### config.mk
export PLATFORM = sky130hd
export DESIGN_NAME = host_reply_builder
export DESIGN_NICKNAME = d
export VERILOG_FILES = /design/src/hdl/host_link_pkg.sv /design/src/hdl/host_reply_builder.sv
export VERILOG_INCLUDE_DIRS = /design/src /design/src/hdl
export SDC_FILE = /design/constraint.sdc
export NUM_CORES = 1
export LEC_CHECK = 0
export ABC_AREA = 1
export BUFFER_PORTS_ARGS = -buffer_cell sky130_fd_sc_hd__buf_2
export CORE_MARGIN = 2
export CORE_UTILIZATION = 30
export CTS_CLUSTER_SIZE = 30
export DETAILED_ROUTE_END_ITERATION = 7
export PLACE_DENSITY_LB_ADDON = 0.05
export SYNTH_ARGS = -nofsm -noshare
export SYNTH_HDL_FRONTEND = slang
export SYNTH_SLANG_ARGS = --single-unit
### constraint.sdc
create_clock -name clock -period 1.4 [get_ports clock]
set_input_delay 0.28 -clock clock [delete_from_list [all_inputs] [get_ports clock]]
set_output_delay 0.28 -clock clock [all_outputs]
set_load 0.05 [all_outputs]
### src/hdl/gpu_defs.svh
// Shared width and size macros for the compute core RTL; include wherever these sizes are needed
`ifndef GPU_DEFS_SVH
`define GPU_DEFS_SVH

// Data path word, also the width of both host words
`define GPU_WORD_WIDTH 32

// Address field carried in a host command
`define GPU_HOST_ADDR_WIDTH 14

// Address bits each RAM decodes, 256 words
`define GPU_MEM_ADDR_BITS 8

// Integer register file depth
`define GPU_NUM_REGS 8

`endif

### src/hdl/host_link_pkg.sv
// Types for the host command link, the external RAM access bundle and core status; import where used
`include "gpu_defs.svh"

package host_link_pkg;

    // Host command codes, bits 30:27 of a command word
    typedef enum logic [3:0] {
        NOP          = 4'd0,
        RUN_SET      = 4'd1,
        RUN_CLEAR    = 4'd2,
        CORE_RESET   = 4'd3,
        WRITE_INST   = 4'd4,
        WRITE_DATA   = 4'd5,
        READ_INST    = 4'd6,
        READ_DATA    = 4'd7,
        READ_REG     = 4'd8,
        READ_SPECIAL = 4'd9
    } host_opcode_e;

    // Command word as the host lays it out
    typedef struct packed {
        logic                              toggle;
        host_opcode_e                      opcode;
        logic [`GPU_HOST_ADDR_WIDTH-1:0]   address;
        logic                              half_high;
        logic [11:0]                       reserved;
    } host_command_t;

    // Readback source for the reply half
    typedef enum logic [1:0] {
        INST,
        DATA,
        REG,
        SPECIAL
    } read_source_e;

    // Host side RAM write port into the core
    typedef struct packed {
        logic                              write_inst_en;
        logic                              write_data_en;
        logic [`GPU_HOST_ADDR_WIDTH-1:0]   address;
        logic [`GPU_WORD_WIDTH-1:0]        data;
    } ext_access_t;

    typedef struct packed {
        logic        halted;
        logic        exception;
        logic [23:0] exception_data;
    } core_status_t;

    // All four readback words, selected later by the reply builder
    typedef struct packed {
        logic [`GPU_WORD_WIDTH-1:0] inst_word;
        logic [`GPU_WORD_WIDTH-1:0] data_word;
        logic [`GPU_WORD_WIDTH-1:0] reg_word;
        logic [`GPU_WORD_WIDTH-1:0] special_word;
    } core_readback_t;

endpackage

### src/hdl/host_reply_builder.sv
// Output side: picks the readback half and forms the acknowledge and status word for the host
`include "gpu_defs.svh"

module host_reply_builder (
    input  logic                              clock,
    input  logic                              reset,
    input  host_link_pkg::read_source_e       read_source,
    input  logic                              read_high,
    input  host_link_pkg::core_readback_t     readback,
    input  host_link_pkg::core_status_t       status,
    input  logic                              run,
    input  logic                              reply_strobe,
    input  logic                              reply_toggle,
    output logic [`GPU_WORD_WIDTH-1:0]        f2h_value
);
    import host_link_pkg::*;

    localparam int HALF = `GPU_WORD_WIDTH / 2;

    logic [`GPU_WORD_WIDTH-1:0] selected;
    logic [HALF-1:0]            half;
    logic [HALF-1:0]            reply_half;
    logic                       ack_toggle;

    // Source mux
    always_comb begin
        case (read_source)
            INST:    selected = readback.inst_word;
            DATA:    selected = readback.data_word;
            REG:     selected = readback.reg_word;
            default: selected = readback.special_word;
        endcase
    end

    assign half = read_high ? selected[`GPU_WORD_WIDTH-1:HALF] : selected[HALF-1:0];

    // Data and ack move together
    always_ff @(posedge clock) begin
        if (reset) begin
            ack_toggle <= 1'b0;
            reply_half <= '0;
        end else if (reply_strobe) begin
            ack_toggle <= reply_toggle;
            reply_half <= half;
        end
    end

    // Status bits live, not latched with the ack
    assign f2h_value = {ack_toggle, status.halted, status.exception, run, 12'd0, reply_half};

    // Every reply strobe carries a new host toggle
    a_ack_on_strobe: assert property (@(posedge clock) disable iff (reset)
        reply_strobe |=> !$stable(ack_toggle))
        else $error("reply strobe without a new acknowledge toggle");

endmodule

## Yosys cells after proc, flatten, opt, wreduce, memory -nomap -nowiden

Cells that the tools add are included.

- Add/sub/neg operators: 0
- Multipliers: 0
- Divide/modulo/power cells: 0
- Magnitude comparators: 0
- Eq/ne operators: 2
- Shift operators: 0
- Muxes and demuxes: 2
- Bitwise logic cells: 0
- Reduce and logical (&&, ||, !) cells: 1

Operators by type and width:

| cell | number |
|---|---|
| $pmux W32 S3 | 1 |
| $mux W16 | 1 |
| $eq A2 B1 Y1 const B | 1 |
| $eq A2 B2 Y1 const B | 1 |
| $logic_not A2 Y1 | 1 |

- Register bits: 17
- Latch bits: 0
- Bits in writable memories: 0
- Memory bits (read-only): 0
- Input bits: 162
- Output and inout port bits: 32
- Word-level logic and storage cells: 7
- Memories: 0

## Longest topological paths before layout

- Word-level depth: 3
- Gate-level depth with buffers: 9
- Depth with buffers taken out: 7

## Least setup slack after synthesis

OpenSTA, ideal clock, no wires.

- Kind: input-to-reg
- From: in read_source[1]
- To: reg reply_half[3]
- Setup time: 0.109 ns
- Data arrival time: 1.044 ns
- Data required time: 1.291 ns
- Slack: 0.247 ns
- Cell stages on the path: 8
- Buffers on the path: 2
- Cell sequence: buf_4 > clkbuf_1 > o21ai_0 > nand3_1 > nand2_1 > nand3_1 > nand2_1 > inv_1

- Word-level cells in the longest chain between the ends: 3
- Elaborated cells on any way between the ends: 5
- Classes of those cells: eq/ne: 2; mux: 2; reduce/logical: 1

RTL lines:

| element | RTL line | source |
|---|---|---|
| start, declared | host_reply_builder.sv:7 | `input host_link_pkg::read_source_e read_source,` |
| $eq A2 B2 Y1, or another cell as far along | host_reply_builder.sv:27 | `case (read_source)` |
| $pmux W32 S3 * | host_reply_builder.sv:27 |  |
| $mux W16 * | host_reply_builder.sv:35 | `` assign half = read_high ? selected[`GPU_WORD_WIDTH-1:HALF] : selected[HALF-1:0]; `` |
| end signal, assigned | host_reply_builder.sv:44 | `reply_half <= half;` |
| end, declared | host_reply_builder.sv:22 | `logic [HALF-1:0] reply_half;` |

Mark *: on every way between the ends. The rest lies on a longest branch, timed or not.
A chain may end at the register's enable or synchronous reset.

## Worst setup path in the final report

- From: reg reply_half[10]
- To: out f2h_value[10]

RTL lines:

| element | RTL line | source |
|---|---|---|
| end, declared | host_reply_builder.sv:14 | `` output logic [`GPU_WORD_WIDTH-1:0] f2h_value `` |

No word-level cell between the ends.

==> impl_metrics.tcl <==
set metrics [dict create \
    die_y_um 84.04 \
    rr_worst_depth 4 \
    synth_edf_count 0 \
    vias 2708 \
    dr.pass1.iters 4 \
    synth-simple-area-share_pct 56.32 \
    overflow 0 \
    io_buffers 151 \
    antenna_left 0 \
    async_flop_share_pct 0 \
    start_kind "flop" \
    run_status "complete, no violations" \
    antenna_found_initial 0 \
    synth-adder-area-share_pct 0 \
    critPathCapture "f2h_value[10]" \
    cts_sinks 17 \
    max_freq_mhz 869.9 \
    crit_arrival_ns 0.87 \
    timing.rr.end "reply_half[10]" \
    layout-drive-gt1-share_pct 33.99 \
    crit_path_end_kind "output pin" \
    holdBufCountCts 0 \
    gp_congestion 0.8267 \
    yosysWarnings 0 \
    clock_latency_ns 0.25 \
    num_rows 29 \
    finalSetupViolCount 0 \
    finalClockSkew_ns 0 \
    leakage_nw 1.583 \
    synth_common_cells "97 x nor2_1, 80 x nand2_1, 80 x nand3_1" \
    cts_htree_levels 1 \
    synth_compound_area_share_pct 8.724 \
    die_area_mm2 0.007063 \
    grt_use_total_pct 19.63 \
    hp-class "in2reg" \
    crit_slowest_cell "dfxtp_1" \
    initial_utilization_pct 30.62 \
    wl_per_cell_um 12.19 \
    synth-xor-area-share_pct 0 \
    wl_mm 7.144 \
    critPathTopFamily "flip-flops" \
    grt_pass1_wl_mm 11.39 \
    path_max_fanout 2 \
    r2r_slack_ns 0.74 \
    seq_area_frac_synth_pct 17.71 \
    ys_types 15 \
    r2r_start "reply_half[10]" \
    cp-startpoint "reply_half[10]" \
    cts_tree "done" \
    first_iter_violations 97 \
    ys_top_cells_by_area "nand3_1 21%, nor2_1 19%, dfxtp_1 18%" \
    synth.area.mux_share_pct 0 \
    grt_max_degree 35 \
    synth_top_family_by_area "simple AND/OR/NAND/NOR gates" \
    seq_area_um2 340.3 \
    cts.clk_slew.worst_paths_ns 0.07 \
    fillers 719 \
    crit_cells 1 \
    worstPathCellList "buf_2" \
    synth_ff_type "dfxtp_1" \
    hold_viol 0 \
    cts_resized 0 \
    diodes 0 \
    synth_area_mm2 0.001922 \
    pin_count 194 \
    slowest_delay_ns 0.34 \
    cp.required_ns 1.12 \
    power_density_mw_per_mm2 646.0 \
    cts_buffers 3 \
    synth_area_leader_cell "nand3_1" \
    synth.most_common_cell "nor2_1" \
    core_mm2 0.006277 \
    post-route-min-period_ns 1.150 \
    grt_pass1_vias 2507 \
    dp_hpwl_mm 5.630 \
    yosys.area.top_type_share_pct 20.83 \
    cts_buffer_depth 2 \
    holdWs_ns 0.2546 \
    postCtsSetupBuffers 0 \
    netlist_instances 374 \
    path_class "reg2out" \
    rsz0062_at_grt "false" \
    multi_input_area_mm2 0.001295 \
    synth_area_per_cell_um2 5.139 \
    drc 0 \
    ir_worst_vdd_v 0.0004383 \
    setup_tns_ns 0 \
    vias_per_cell 4.621 \
    final_nets 672 \
    drv_slew 0 \
    cts-root-buf "clkbuf_8" \
    fin_crit_sh_pct 82.11 \
    maxCapViolations 0 \
    critPathBufInv 1 \
    area_delta_synth_final_pct 43.42 \
    dieWidth_um 84.04 \
    synth-seq-cells 17 \
]
==> sequential cells by signal (all words and copies together) (netlist names) <==
register	count
reply_half	16
ack_toggle	1
==> area by class of cell <==
class                   instances  area share (%)
well taps                      77           3.495
clock inverters                 1          0.1816
inverters                      20           2.724
multi-input cells             304           46.98
flip-flops and latches         17           12.35
clock buffers                   3           1.498
repair buffers                164           32.77
==> worst min path at each step <==
stage | to | start | cells past startpoint | slack (ns)
after floorplan | ack_toggle | reply_toggle | 2 | 0.41
after global placement | ack_toggle | ack_toggle | 2 | 0.47
after detailed placement | ack_toggle | ack_toggle | 2 | 0.48
after CTS | ack_toggle | reply_toggle | 3 | 0.25
after global routing | ack_toggle | reply_toggle | 3 | 0.27
final | ack_toggle | reply_toggle | 3 | 0.25
==> report_power, final <==
group / internal (mW) / switching [mW]
Sequential: 0.522 / 0.0179
Clock: 0.197 / 0.173
Combinational: 0.325 / 0.545
==> through the flow <==
step | power [mW] | setup WS (ns) | instances | instance area, um^2 | util (%)
2_1_floorplan | 1.150 | 0.2469 | 385 | 1963 | -
3_3_place_gp | 1.425 | 0.03649 | 582 | 2710 | 43.17
3_5_place_dp | 1.430 | 0.01846 | 582 | 2710 | 43.17
4_1_cts | 1.810 | 0.2412 | 586 | 2756 | 43.91
5_1_grt | 1.926 | 0.1385 | 586 | 2756 | 43.91
6_report | 1.781 | 0.2504 | 586 | 2756 | 43.91
==> routing by layer <==
metal  vias up  share of wire, %  track usage [%]
met1      1167                43            23.55
met3         6               7.5            4.352
met5         -                 0                0
met2       102                49            36.15
met4         0              0.90            2.933
li1       1433                 -                -
==> placed cells by master, fill, tap and decap left out <==
cell type | synthesis | routed
a211oi_1 | 1 | 1
dfxtp_1 | 17 | 17
nor2_4 | 1 | 1
buf_12 | 0 | 4
o21ai_0 | 17 | 17
nor2_1 | 97 | 97
o21ai_1 | 15 | 15
nand2_2 | 1 | 1
inv_2 | 3 | 3
inv_1 | 17 | 17
nand2_1 | 80 | 80
clkinv_2 | 0 | 1
clkbuf_8 | 0 | 3
conb_1 | 1 | 12
buf_4 | 18 | 9
buf_2 | 16 | 151
nand3_1 | 80 | 80
==> kinds of logic (layout without fill, tap and decap cells) <==
| logic type | count (synthesis) | count (layout) |
|---|---|---|
| DFF | 17 | 17 |
| other | 1 | 12 |
| AOI/OAI and AO/OA | 33 | 33 |
| and+or+nand+nor | 259 | 259 |
| buffers and inverters | 64 | 188 |
Power figures use the tool's default switching activity.
