<file path="config.mk">
export PLATFORM = sky130hd
export DESIGN_NAME = host_command_decoder
export DESIGN_NICKNAME = d
export VERILOG_FILES = /design/src/hdl/host_link_pkg.sv /design/src/hdl/host_command_decoder.sv
export VERILOG_INCLUDE_DIRS = /design/src /design/src/hdl
export SDC_FILE = /design/constraint.sdc
export NUM_CORES = 1
export LEC_CHECK = 0
export BUFFER_PORTS_ARGS = -buffer_cell sky130_fd_sc_hd__buf_2
export CAP_MARGIN = 20
export CORE_AREA = 5 5 80 97
export CTS_BUF_LIST = sky130_fd_sc_hd__clkbuf_8
export DETAILED_ROUTE_END_ITERATION = 12
export DIE_AREA = 0 0 85 102
export PLACE_DENSITY_LB_ADDON = 0.15
export SYNTH_ARGS = -nofsm -noshare
export SYNTH_HDL_FRONTEND = slang
export SYNTH_SLANG_ARGS = --single-unit
</file>
<file path="constraint.sdc">
create_clock -name clock -period 2.2 [get_ports clock]
set_input_delay 0.11 -clock clock [delete_from_list [all_inputs] [get_ports clock]]
set_output_delay 0.11 -clock clock [all_outputs]
set_load 0.01 [all_outputs]
</file>
<file path="src/hdl/gpu_defs.svh">
// Shared width and size macros for the compute core RTL; include wherever these sizes are needed
`ifndef GPU_DEFS_SVH
`define GPU_DEFS_SVH

// Data path word, also the width of both host words
`define GPU_WORD_WIDTH 32

// Address field carried in a host command
`define GPU_HOST_ADDR_WIDTH 14

// Address bits each RAM decodes, 256 words
`define GPU_MEM_ADDR_BITS 8

// Integer register file depth
`define GPU_NUM_REGS 8

`endif

</file>
<file path="src/hdl/host_link_pkg.sv">
// Types for the host command link, the external RAM access bundle and core status; import where used
`include "gpu_defs.svh"

package host_link_pkg;

    // Host command codes, bits 30:27 of a command word
    typedef enum logic [3:0] {
        NOP          = 4'd0,
        RUN_SET      = 4'd1,
        RUN_CLEAR    = 4'd2,
        CORE_RESET   = 4'd3,
        WRITE_INST   = 4'd4,
        WRITE_DATA   = 4'd5,
        READ_INST    = 4'd6,
        READ_DATA    = 4'd7,
        READ_REG     = 4'd8,
        READ_SPECIAL = 4'd9
    } host_opcode_e;

    // Command word as the host lays it out
    typedef struct packed {
        logic                              toggle;
        host_opcode_e                      opcode;
        logic [`GPU_HOST_ADDR_WIDTH-1:0]   address;
        logic                              half_high;
        logic [11:0]                       reserved;
    } host_command_t;

    // Readback source for the reply half
    typedef enum logic [1:0] {
        INST,
        DATA,
        REG,
        SPECIAL
    } read_source_e;

    // Host side RAM write port into the core
    typedef struct packed {
        logic                              write_inst_en;
        logic                              write_data_en;
        logic [`GPU_HOST_ADDR_WIDTH-1:0]   address;
        logic [`GPU_WORD_WIDTH-1:0]        data;
    } ext_access_t;

    typedef struct packed {
        logic        halted;
        logic        exception;
        logic [23:0] exception_data;
    } core_status_t;

    // All four readback words, selected later by the reply builder
    typedef struct packed {
        logic [`GPU_WORD_WIDTH-1:0] inst_word;
        logic [`GPU_WORD_WIDTH-1:0] data_word;
        logic [`GPU_WORD_WIDTH-1:0] reg_word;
        logic [`GPU_WORD_WIDTH-1:0] special_word;
    } core_readback_t;

endpackage

</file>
<file path="src/hdl/host_command_decoder.sv">
// Input side: turns toggled host words into RAM writes, run control, core reset and read selects
`include "gpu_defs.svh"

module host_command_decoder (
    input  logic                              clock,
    input  logic                              reset,
    input  logic [`GPU_WORD_WIDTH-1:0]        h2f_value,
    output host_link_pkg::ext_access_t        access,
    output logic                              run,
    output logic                              core_reset,
    output host_link_pkg::read_source_e       read_source,
    output logic [`GPU_HOST_ADDR_WIDTH-1:0]   read_address,
    output logic                              read_high,
    output logic                              reply_strobe,
    output logic                              reply_toggle
);
    import host_link_pkg::*;

    host_command_t                      word_q;
    logic                               last_toggle;
    logic                               new_word;
    logic                               is_command;
    // 0 command, 1 low data half, 2 high data half
    logic [1:0]                         seq;
    logic                               write_to_inst;
    logic [`GPU_HOST_ADDR_WIDTH-1:0]    write_address;
    logic [15:0]                        data_low;

    // ============================================================
    // Host word capture and toggle detect
    // ============================================================
    always_ff @(posedge clock) begin
        if (reset) begin
            word_q      <= '0;
            last_toggle <= 1'b0;
        end else begin
            word_q      <= h2f_value;
            last_toggle <= word_q.toggle;
        end
    end

    // High for exactly one cycle per host word
    assign new_word   = word_q.toggle != last_toggle;
    assign is_command = new_word && (seq == 2'd0);

    assign core_reset = is_command && (word_q.opcode == CORE_RESET);

    // Write strobe fires on the third word of a write
    always_comb begin
        access         = '0;
        access.address = write_address;
        access.data    = {word_q[15:0], data_low};
        if (new_word && seq == 2'd2) begin
            access.write_inst_en = write_to_inst;
            access.write_data_en = !write_to_inst;
        end
    end

    // ============================================================
    // Sequence, run level, read select, acknowledge
    // ============================================================
    always_ff @(posedge clock) begin
        if (reset) begin
            seq          <= 2'd0;
            run          <= 1'b0;
            read_source  <= INST;
            read_address <= '0;
            read_high    <= 1'b0;
            reply_strobe <= 1'b0;
            reply_toggle <= 1'b0;
        end else begin
            // Ack one cycle after detection
            reply_strobe <= new_word;
            if (new_word) begin
                reply_toggle <= word_q.toggle;
                case (seq)
                    2'd0: begin
                        case (word_q.opcode)
                            RUN_SET:                run <= 1'b1;
                            RUN_CLEAR:              run <= 1'b0;
                            WRITE_INST, WRITE_DATA: seq <= 2'd1;
                            READ_INST:              read_source <= INST;
                            READ_DATA:              read_source <= DATA;
                            READ_REG:               read_source <= REG;
                            READ_SPECIAL:           read_source <= SPECIAL;
                            default:                ;
                        endcase
                        if (word_q.opcode inside {READ_INST, READ_DATA, READ_REG, READ_SPECIAL}) begin
                            read_address <= word_q.address;
                            read_high    <= word_q.half_high;
                        end
                    end
                    2'd1:    seq <= 2'd2;
                    default: seq <= 2'd0;
                endcase
            end
        end
    end

    // Write payload, held until the strobe
    always_ff @(posedge clock) begin
        if (is_command) begin
            write_to_inst <= word_q.opcode == WRITE_INST;
            write_address <= word_q.address;
        end
        if (new_word && seq == 2'd1) begin
            data_low <= word_q[15:0];
        end
    end

    // Host waits for the ack, so detected words lie at least three cycles apart
    a_host_paced: assert property (@(posedge clock) disable iff (reset)
        new_word |=> !new_word [*2])
        else $error("host word arrived before its acknowledge");

endmodule

</file>
# Word-level counts from Yosys, hierarchy flattened
# Cells that the tools add are included.
[op_classes]
order_cmp = 0
n_div = 0
n_addsub = 0
n_bitwise = 0
reduce_logical = 12
n_shift = 0
n_mux = 5
mul = 0
eq_ne = 13
[ops]
columns = ["cell", "n"]
rows = [
  ["$eq 4x3->1 const B", 4],
  ["$eq 4x2->1 const B", 2],
  ["$eq 4x4->1 const B", 2],
  ["$pmux 2 s4", 1],
  ["$reduce_and 3->1", 2],
  ["$eq 4x1->1 const B", 1],
  ["$logic_and 1x1->1", 4],
  ["$mux 2", 2],
  ["$pmux 2 s2", 1],
  ["$reduce_bool 4->1", 1],
  ["$eq 2x1->1 const B", 1],
  ["$eq 2x2->1 const B", 1],
  ["$logic_not 2->1", 1],
  ["$ne 2x1->1 const B", 1],
  ["$pmux 1 s2", 1],
  ["$reduce_and 2->1", 1],
  ["$reduce_bool 2->1", 1],
  ["$reduce_or 2->1", 1],
  ["$logic_not 1->1", 1],
  ["$ne 1x1->1", 1],
]
[totals]
input_bits = 34
output_inout_bits = 69
mem_count = 0
mem_bits_rw = 0
latch_bits = 0
regBits = 86
word_cells = 46
romBits = 0

# Depth between registers and ports, before layout
# Gate-level depths: netlist of run 1.
[depth]
ltp_word = 4
depth_mapped = 5
ltp_nobuf = 3

# Worst setup path after synthesis of run 1
# OpenSTA, ideal clock, no wires.
[synth_timing]
path_type = "reg2reg"
from = "reg word_q[31] in the netlist's numbering"
to = "reg read_source[1]"
setup_ns = 0.212
t_arrival_ns = 1.949
setup_slack_ns = 0.039
synth_period_minus_slack_ns = 2.161
t_required_ns = 1.988
n_path_buf = 0
stages_incl_launch_ff = 4
path_cell_list = "dfxtp_1 > xnor2_1 > nor3_1 > a2111oi_0"
[synth_via]
elab_chain_cells = 2
[synth_lines]
columns = ["element", "line", "rtl"]
rows = [
  ["start: declaration", "host_command_decoder.sv:19", "host_command_t word_q;"],
  ["start signal: assignment", "host_command_decoder.sv:37", "word_q <= h2f_value;"],
  ["$ne 1x1->1", "host_command_decoder.sv:43", "assign new_word = word_q.toggle != last_toggle;"],
  ["$reduce_and 3->1 (no line)", "--", ""],
  ["end signal: assignment", "host_command_decoder.sv:66", "read_source <= INST;"],
  ["end signal: assignment", "host_command_decoder.sv:82", "READ_INST: read_source <= INST;"],
  ["end signal: assignment", "host_command_decoder.sv:83", "READ_DATA: read_source <= DATA;"],
  ["end: declaration", "host_command_decoder.sv:11", "output host_link_pkg::read_source_e read_source,"],
]
# Every way passes these cells.
# A chain may end at the register's enable or synchronous reset.

# Worst setup path in the final report of run 1
[layout_timing]
from = "reg seq[1]"
to = "out core_reset"
[layout_via]
elab_chain_cells = 3
[layout_lines]
columns = ["element", "line", "rtl"]
rows = [
  ["start: declaration", "host_command_decoder.sv:24", "logic [1:0] seq;"],
  ["start signal: assignment", "host_command_decoder.sv:64", "seq <= 2'd0;"],
  ["start signal: assignment", "host_command_decoder.sv:81", "WRITE_INST, WRITE_DATA: seq <= 2'd1;"],
  ["start signal: assignment", "host_command_decoder.sv:93", "2'd1: seq <= 2'd2;"],
  ["$logic_not 2->1", "host_command_decoder.sv:44", "assign is_command = new_word && (seq == 2'd0);"],
  ["$logic_and 1x1->1", "host_command_decoder.sv:44", ""],
  ["$logic_and 1x1->1", "host_command_decoder.sv:46", "assign core_reset = is_command && (word_q.opcode == CORE_RESET);"],
  ["end: declaration", "host_command_decoder.sv:10", "output logic core_reset,"],
]
# Every way passes these cells.

==> results of run 1 <==
-- critical path, stage by stage (launching register included) --
cell	delay [ns]
dfxtp_1	0.36
or4b_2	0.67
nor3_1	0.19
and2_1	0.15
buf_2	0.12
-- what timing repair did --
action,CTS,global route
setup endpoints to repair,0,0
setup buffers,0,0
gates resized for setup,0,0
hold buffers,32,0
hold endpoints to repair,32,0
-- stage by stage --
| step | hold slack (ns) | std cells |
|---|---|---|
| final | 0.238 | 443 |
| after global routing | 0.273 | 443 |
| after CTS | 0.236 | 443 |
| after detailed placement | 0.322 | 395 |
| after global placement | 0.318 | 395 |
| after floorplan | 0.238 | 228 |
-- cell usage after synthesis --
cell type and instances:
inv_1 2, or4b_2 1, clkbuf_1 8, buf_12 1, a21oi_1 3, dfxtp_1 55, and4b_1 1, nand3_1 1
buf_6 1, nand2_1 4, nand4b_1 1, o21ai_0 1, buf_4 16, nor2b_1 34, nor4b_1 2, xnor2_1 1
nor2_1 4, mux2i_1 16, edfxtp_1 31, a2111oi_0 1, xor2_2 1, and3b_1 1, nand3b_1 1, o211a_1 1
nand2b_1 33, and2_1 1, a31oi_1 1, nor3_1 2, nor3b_1 2, o221ai_1 1
-- flip-flops by register name (all words and copies together), names as in the netlist --
register       flops
write_address     14
write_to_inst      1
seq                2
last_toggle        1
run                1
read_source        2
data_low          16
reply_toggle       1
read_high          1
reply_strobe       1
word_q            16
access            16
read_address      14
-- metal layers --
| layer | up-vias | global-route usage, % | share of wire, % |
|---|---|---|---|
| met2 | 64 | 23.6 | 50 |
| met5 | - | 0 | 0 |
| li1 | 990 | - | - |
| met4 | 0 | 6.58 | 1.6 |
| met1 | 912 | 16.8 | 40 |
| met3 | 10 | 4.76 | 7.5 |
-- cells by family after synthesis --
group / synth area share (%)
compound gates: 1.79
xor+xnor: 0.832
buf+inv: 6.28
flops: 67.6
mux: 5.32
simple gates: 18.2
-- cell usage in the layout (no fill, tap or decap), types with 2 or more instances in the layout --
cell,n
a21oi_1,3
buf_2,102
buf_4,3
bufinv_16,2
clkbuf_8,9
clkinv_2,2
dfxtp_1,55
dlygate4sd3_1,32
edfxtp_1,31
inv_1,3
mux2i_1,16
nand2_1,4
nand2b_1,33
nor2_1,4
nor2b_1,34
nor3b_1,2
nor4b_1,2
-- path summary, 6_finish.rpt --
kind | startpoint | to | slack, ns | cells after the start
worst min register to register | access[22] | data_low[6] | 0.43 | 0
worst max register to register | word_q[31] | write_address[0] | 0.58 | 3
worst max-delay path | seq[1] | core_reset | 0.25 | 4
worst min-delay path | reset | word_q[21] | 0.24 | 2
-- area by class of cell --
class                           count  area (sq um)
Clock buffer                        9           124
Clock inverter                      7          90.1
Fill cell                         561          2660
Inverter                            2          7.51
Multi-Input combinational cell    114           792
Sequential cell                    86          2030
Tap cell                           87           109
Timing Repair Buffer              138           873
-- report_power, final --
part	leakage (nW)	internal (W)	switching, W	total, W
logic	0.852	0.000135	0.000109	0.000245
clock network	0.110	0.000633	0.000527	0.00116
registers	0.745	0.00171	0.0000335	0.00175
total	1.71	0.00248	0.000670	0.00315
==> results.json, run 1 <==
{
  "status": "finished clean",
  "place.gp.congestion": 0.752,
  "clock.fmax_mhz": 513,
  "grt_max_degree": 42,
  "grt_pass1_wl_mm": 9.55,
  "skew_ns": 0.00537,
  "synth_area_leaders": "dfxtp_1 37%, edfxtp_1 31%, nor2b_1 7.1%",
  "ios": 103,
  "num_rows": 33,
  "synth_area_sq_um": 3010,
  "relSlewSlack_pct": 64.8,
  "worst_slew_pin_slew_ns": 0.527,
  "tns_ns": 0,
  "required_ns": 2.09,
  "drive_above_1_share_pct": 34.8,
  "setup_violations": 0,
  "period_share_pct": 88.5,
  "wl_per_cell_um": 13.3,
  "synth_warnings": 0,
  "cts_buffer_depth": 2,
  "placed_cell_area_sq_um": 3490,
  "grt_pass1_vias": 1945,
  "die_h_um": 102,
  "fin_util_pct": 60.2,
  "min_path_type": "in -> reg",
  "htreeDepth": 3,
  "drt-total-wl_mm": 5.88,
  "ys_seq_area_share_pct": 67.6,
  "globalRouteOverflowTotal": 0,
  "firstDrtPassIters": 4,
  "dpl.hpwl_mm": 4.03,
  "numPortBuffers": 102,
  "core_sq_um": 6690,
  "syn_nets": 262,
  "p_per_area_nw_per_um2": 783,
  "worst_slack_ns": 0.252,
  "hold_viol_final": 0,
  "yosys.area.top_type": "dfxtp_1",
  "critPathKind": "reg -> out",
  "cts_tree": "yes",
  "antenna_found_initial": 0,
  "vias_per_cell": 4.46,
  "synth_cells": 228,
  "arrival_ns": 1.84,
  "worstSetupStartpointType": "flip-flop",
  "area_delta_synth_final_pct": 33.9,
  "clk-insertion-delay-late_ns": 0.34,
  "ys_types": 30,
  "maxSlewViolCount": 0,
  "worstSetupEndpointType": "output port",
  "clock_tree.root_cell": "clkbuf_8",
  "p_leak_nw": 1.71,
  "maxCapViolCount": 0,
  "design_area_sq_um": 4030,
  "drc": 0,
  "synth_top_area_share_pct": 36.6,
  "power.total_w": 0.00315,
  "clk_pin_slew_worst_paths_ns": 0.08,
  "synth.avg_cell_area_sq_um": 13.2,
  "ys_seq_elements": 86,
  "rsz0062_at_grt": "false",
  "dr.first_iter.drc_count": 38,
  "drtAntennaViolNets": 0,
  "num_vias": 1976,
  "start_util_pct": 45.0,
  "critPathMaxFanout": 7,
  "nets": 385,
  "grt_use_total_pct": 14.2,
  "ir_drop_mv": 0.444,
  "die_area_sq_um": 8670,
  "finalCriticalPeriod_ns": 1.95,
  "n_antenna_cell": 0,
  "pre_cts_slack_ns": 0.544,
  "cts.sinks": 86,
  "die_w_um": 85,
  "cts_buffers": 9
}
Note: power is estimated with default switching activity, not from simulation.
==> inputs of run 2 (changes only) <==
CORE_AREA = 5 5 77 93   (was 5 5 80 97)
DIE_AREA = 0 0 82 98   (was 0 0 85 102)
clock period = 1.9 ns   (was 2.2 ns; I/O delays follow)
==> run 2 against run 1 <==
Clock power up 16%. Register-to-register slack worse by 0.15 ns. Routed wire length down 0.53%. Sequential power up 15%. Global-route usage up 1.0 points. Critical path depth unchanged. Die area down 7.3%. Largest cell class unchanged. Highest routed layer unchanged.
==> results.json, run 2 (synthesis results as in run 1) <==
{
  "ios": 103,
  "vias_per_cell": 4.47,
  "n_antenna_cell": 0,
  "reg2reg_slack_ns": 0.43,
  "worstSetupEndpointType": "output port",
  "skew_ns": 0.00703,
  "antenna_found_initial": 0,
  "crit_slowest_cell": "or4b_4",
  "area_delta_synth_final_pct": 35.5,
  "dpl.hpwl_mm": 3.77,
  "die_h_um": 98,
  "final_cell_mix": "102 x buf_2, 53 x dfxtp_1, 34 x nor2b_1",
  "worstSetupStartpointType": "flip-flop",
  "p_leak_nw": 1.73,
  "clock.fmax_mhz": 562,
  "grt_pass1_wl_mm": 9.25,
  "cts_buffers": 9,
  "globalRouteOverflowTotal": 0,
  "place.gp.congestion": 0.795,
  "grt_pass1_vias": 2019,
  "final_common_cell": "buf_2",
  "status": "finished clean",
  "core_sq_um": 6250,
  "num_vias": 1992,
  "dp.cells": 395,
  "slowest_delay_ns": 0.53,
  "num_rows": 32,
  "drtAntennaViolNets": 0,
  "clk_pin_slew_worst_paths_ns": 0.08,
  "ir_drop_mv": 0.476,
  "maxCapViolCount": 0,
  "drive_above_1_share_pct": 36.3,
  "nets": 390,
  "p_per_area_nw_per_um2": 896,
  "hold_viol_final": 0,
  "critPathKind": "reg -> out",
  "relSlewSlack_pct": 62.1,
  "nFillCells": 498,
  "die_area_sq_um": 8040,
  "finalCriticalPeriod_ns": 1.78,
  "cts_buffer_depth": 2,
  "numPortBuffers": 102,
  "period_share_pct": 93.7,
  "grt_use_total_pct": 15.2,
  "required_ns": 1.80,
  "grt_max_degree": 43,
  "firstDrtPassIters": 4,
  "clock_tree.root_cell": "clkbuf_8",
  "start_util_pct": 48.2,
  "clk-insertion-delay-late_ns": 0.33,
  "critPathMaxFanout": 3,
  "crit_chain": "or4b_4, nor3_2, and2_1, buf_2",
  "cts.sinks": 86,
  "worst_slew_pin_slew_ns": 0.564,
  "maxSlewViolCount": 0,
  "die_w_um": 82,
  "dr.first_iter.drc_count": 54,
  "drt-total-wl_mm": 5.85,
  "tns_ns": 0,
  "cts_tree": "yes",
  "htreeDepth": 3,
  "wl_per_cell_um": 13.1,
  "setup_violations": 0,
  "stdcell_count": 446,
  "arrival_ns": 1.69,
  "rsz0062_at_grt": "false",
  "drc": 0,
  "min_path_type": "in -> reg"
}
-- run 2: final timing paths --
path                                    from            to  depth (start not counted)
worst max-delay path                  seq[1]    core_reset                          4
worst min-delay path            h2f_value[4]    access[20]                          2
worst max register to register    word_q[31]  data_low[14]                          4
worst min register to register    access[27]  data_low[11]                          0
-- run 2: cell type report --
| type | count | area (sq um) | share of cell area (%) |
|---|---|---|---|
| flip-flops and latches | 86 | 2040 | 50.0 |
| repair buffers | 143 | 911 | 22.4 |
| multi-input cells | 114 | 801 | 19.6 |
| clock buffers | 9 | 124 | 3.04 |
| well taps | 85 | 106 | 2.61 |
| clock inverters | 7 | 88.8 | 2.18 |
| inverters | 2 | 7.51 | 0.184 |
-- run 2: power breakdown --
part	switching (W)	leakage (nW)	internal, W
registers	0.0000372	0.747	0.00198
clock network	0.000608	0.104	0.000731
logic	0.000131	0.879	0.000162
-- run 2: worst max-delay path: cells and delay by family (launching register included) --
family	cells	cell delay, ns
buffers and inverters	1	0.12
flip-flops	1	0.35
AND/OR/NAND/NOR	3	0.87
-- run 2: per-layer routing --
layer	share of wire [%]	vias to the layer above	GRT usage (%)
li1	-	1005	-
met1	41	918	17.8
met2	51	59	25.9
met3	5.4	10	3.14
met4	2.1	0	7.54
met5	0	-	0
-- run 2: what timing repair did --
action / in CTS / in global routing
setup buffers: 0 / 3
hold buffers: 32 / 0
setup endpoints to repair: 1 / 1
hold endpoints to repair: 32 / 0
pin swaps: 0 / 2
gates resized for setup: 2 / 3
-- run 2: metrics by stage --
step | setup slack [ns] | power, W | hold slack, ns | util (%) | cell area, sq um
after floorplan | 0.255 | 0.00221 | 0.223 | - | 3010
after global placement | 0.345 | 0.00230 | 0.301 | 56.1 | 3510
after detailed placement | 0.334 | 0.00231 | 0.308 | 56.1 | 3510
after CTS | 0.0152 | 0.00370 | 0.0202 | 64.8 | 4050
after global routing | 0.0338 | 0.00380 | 0.0246 | 65.2 | 4080
final | 0.120 | 0.00365 | 0.0295 | 65.2 | 4080
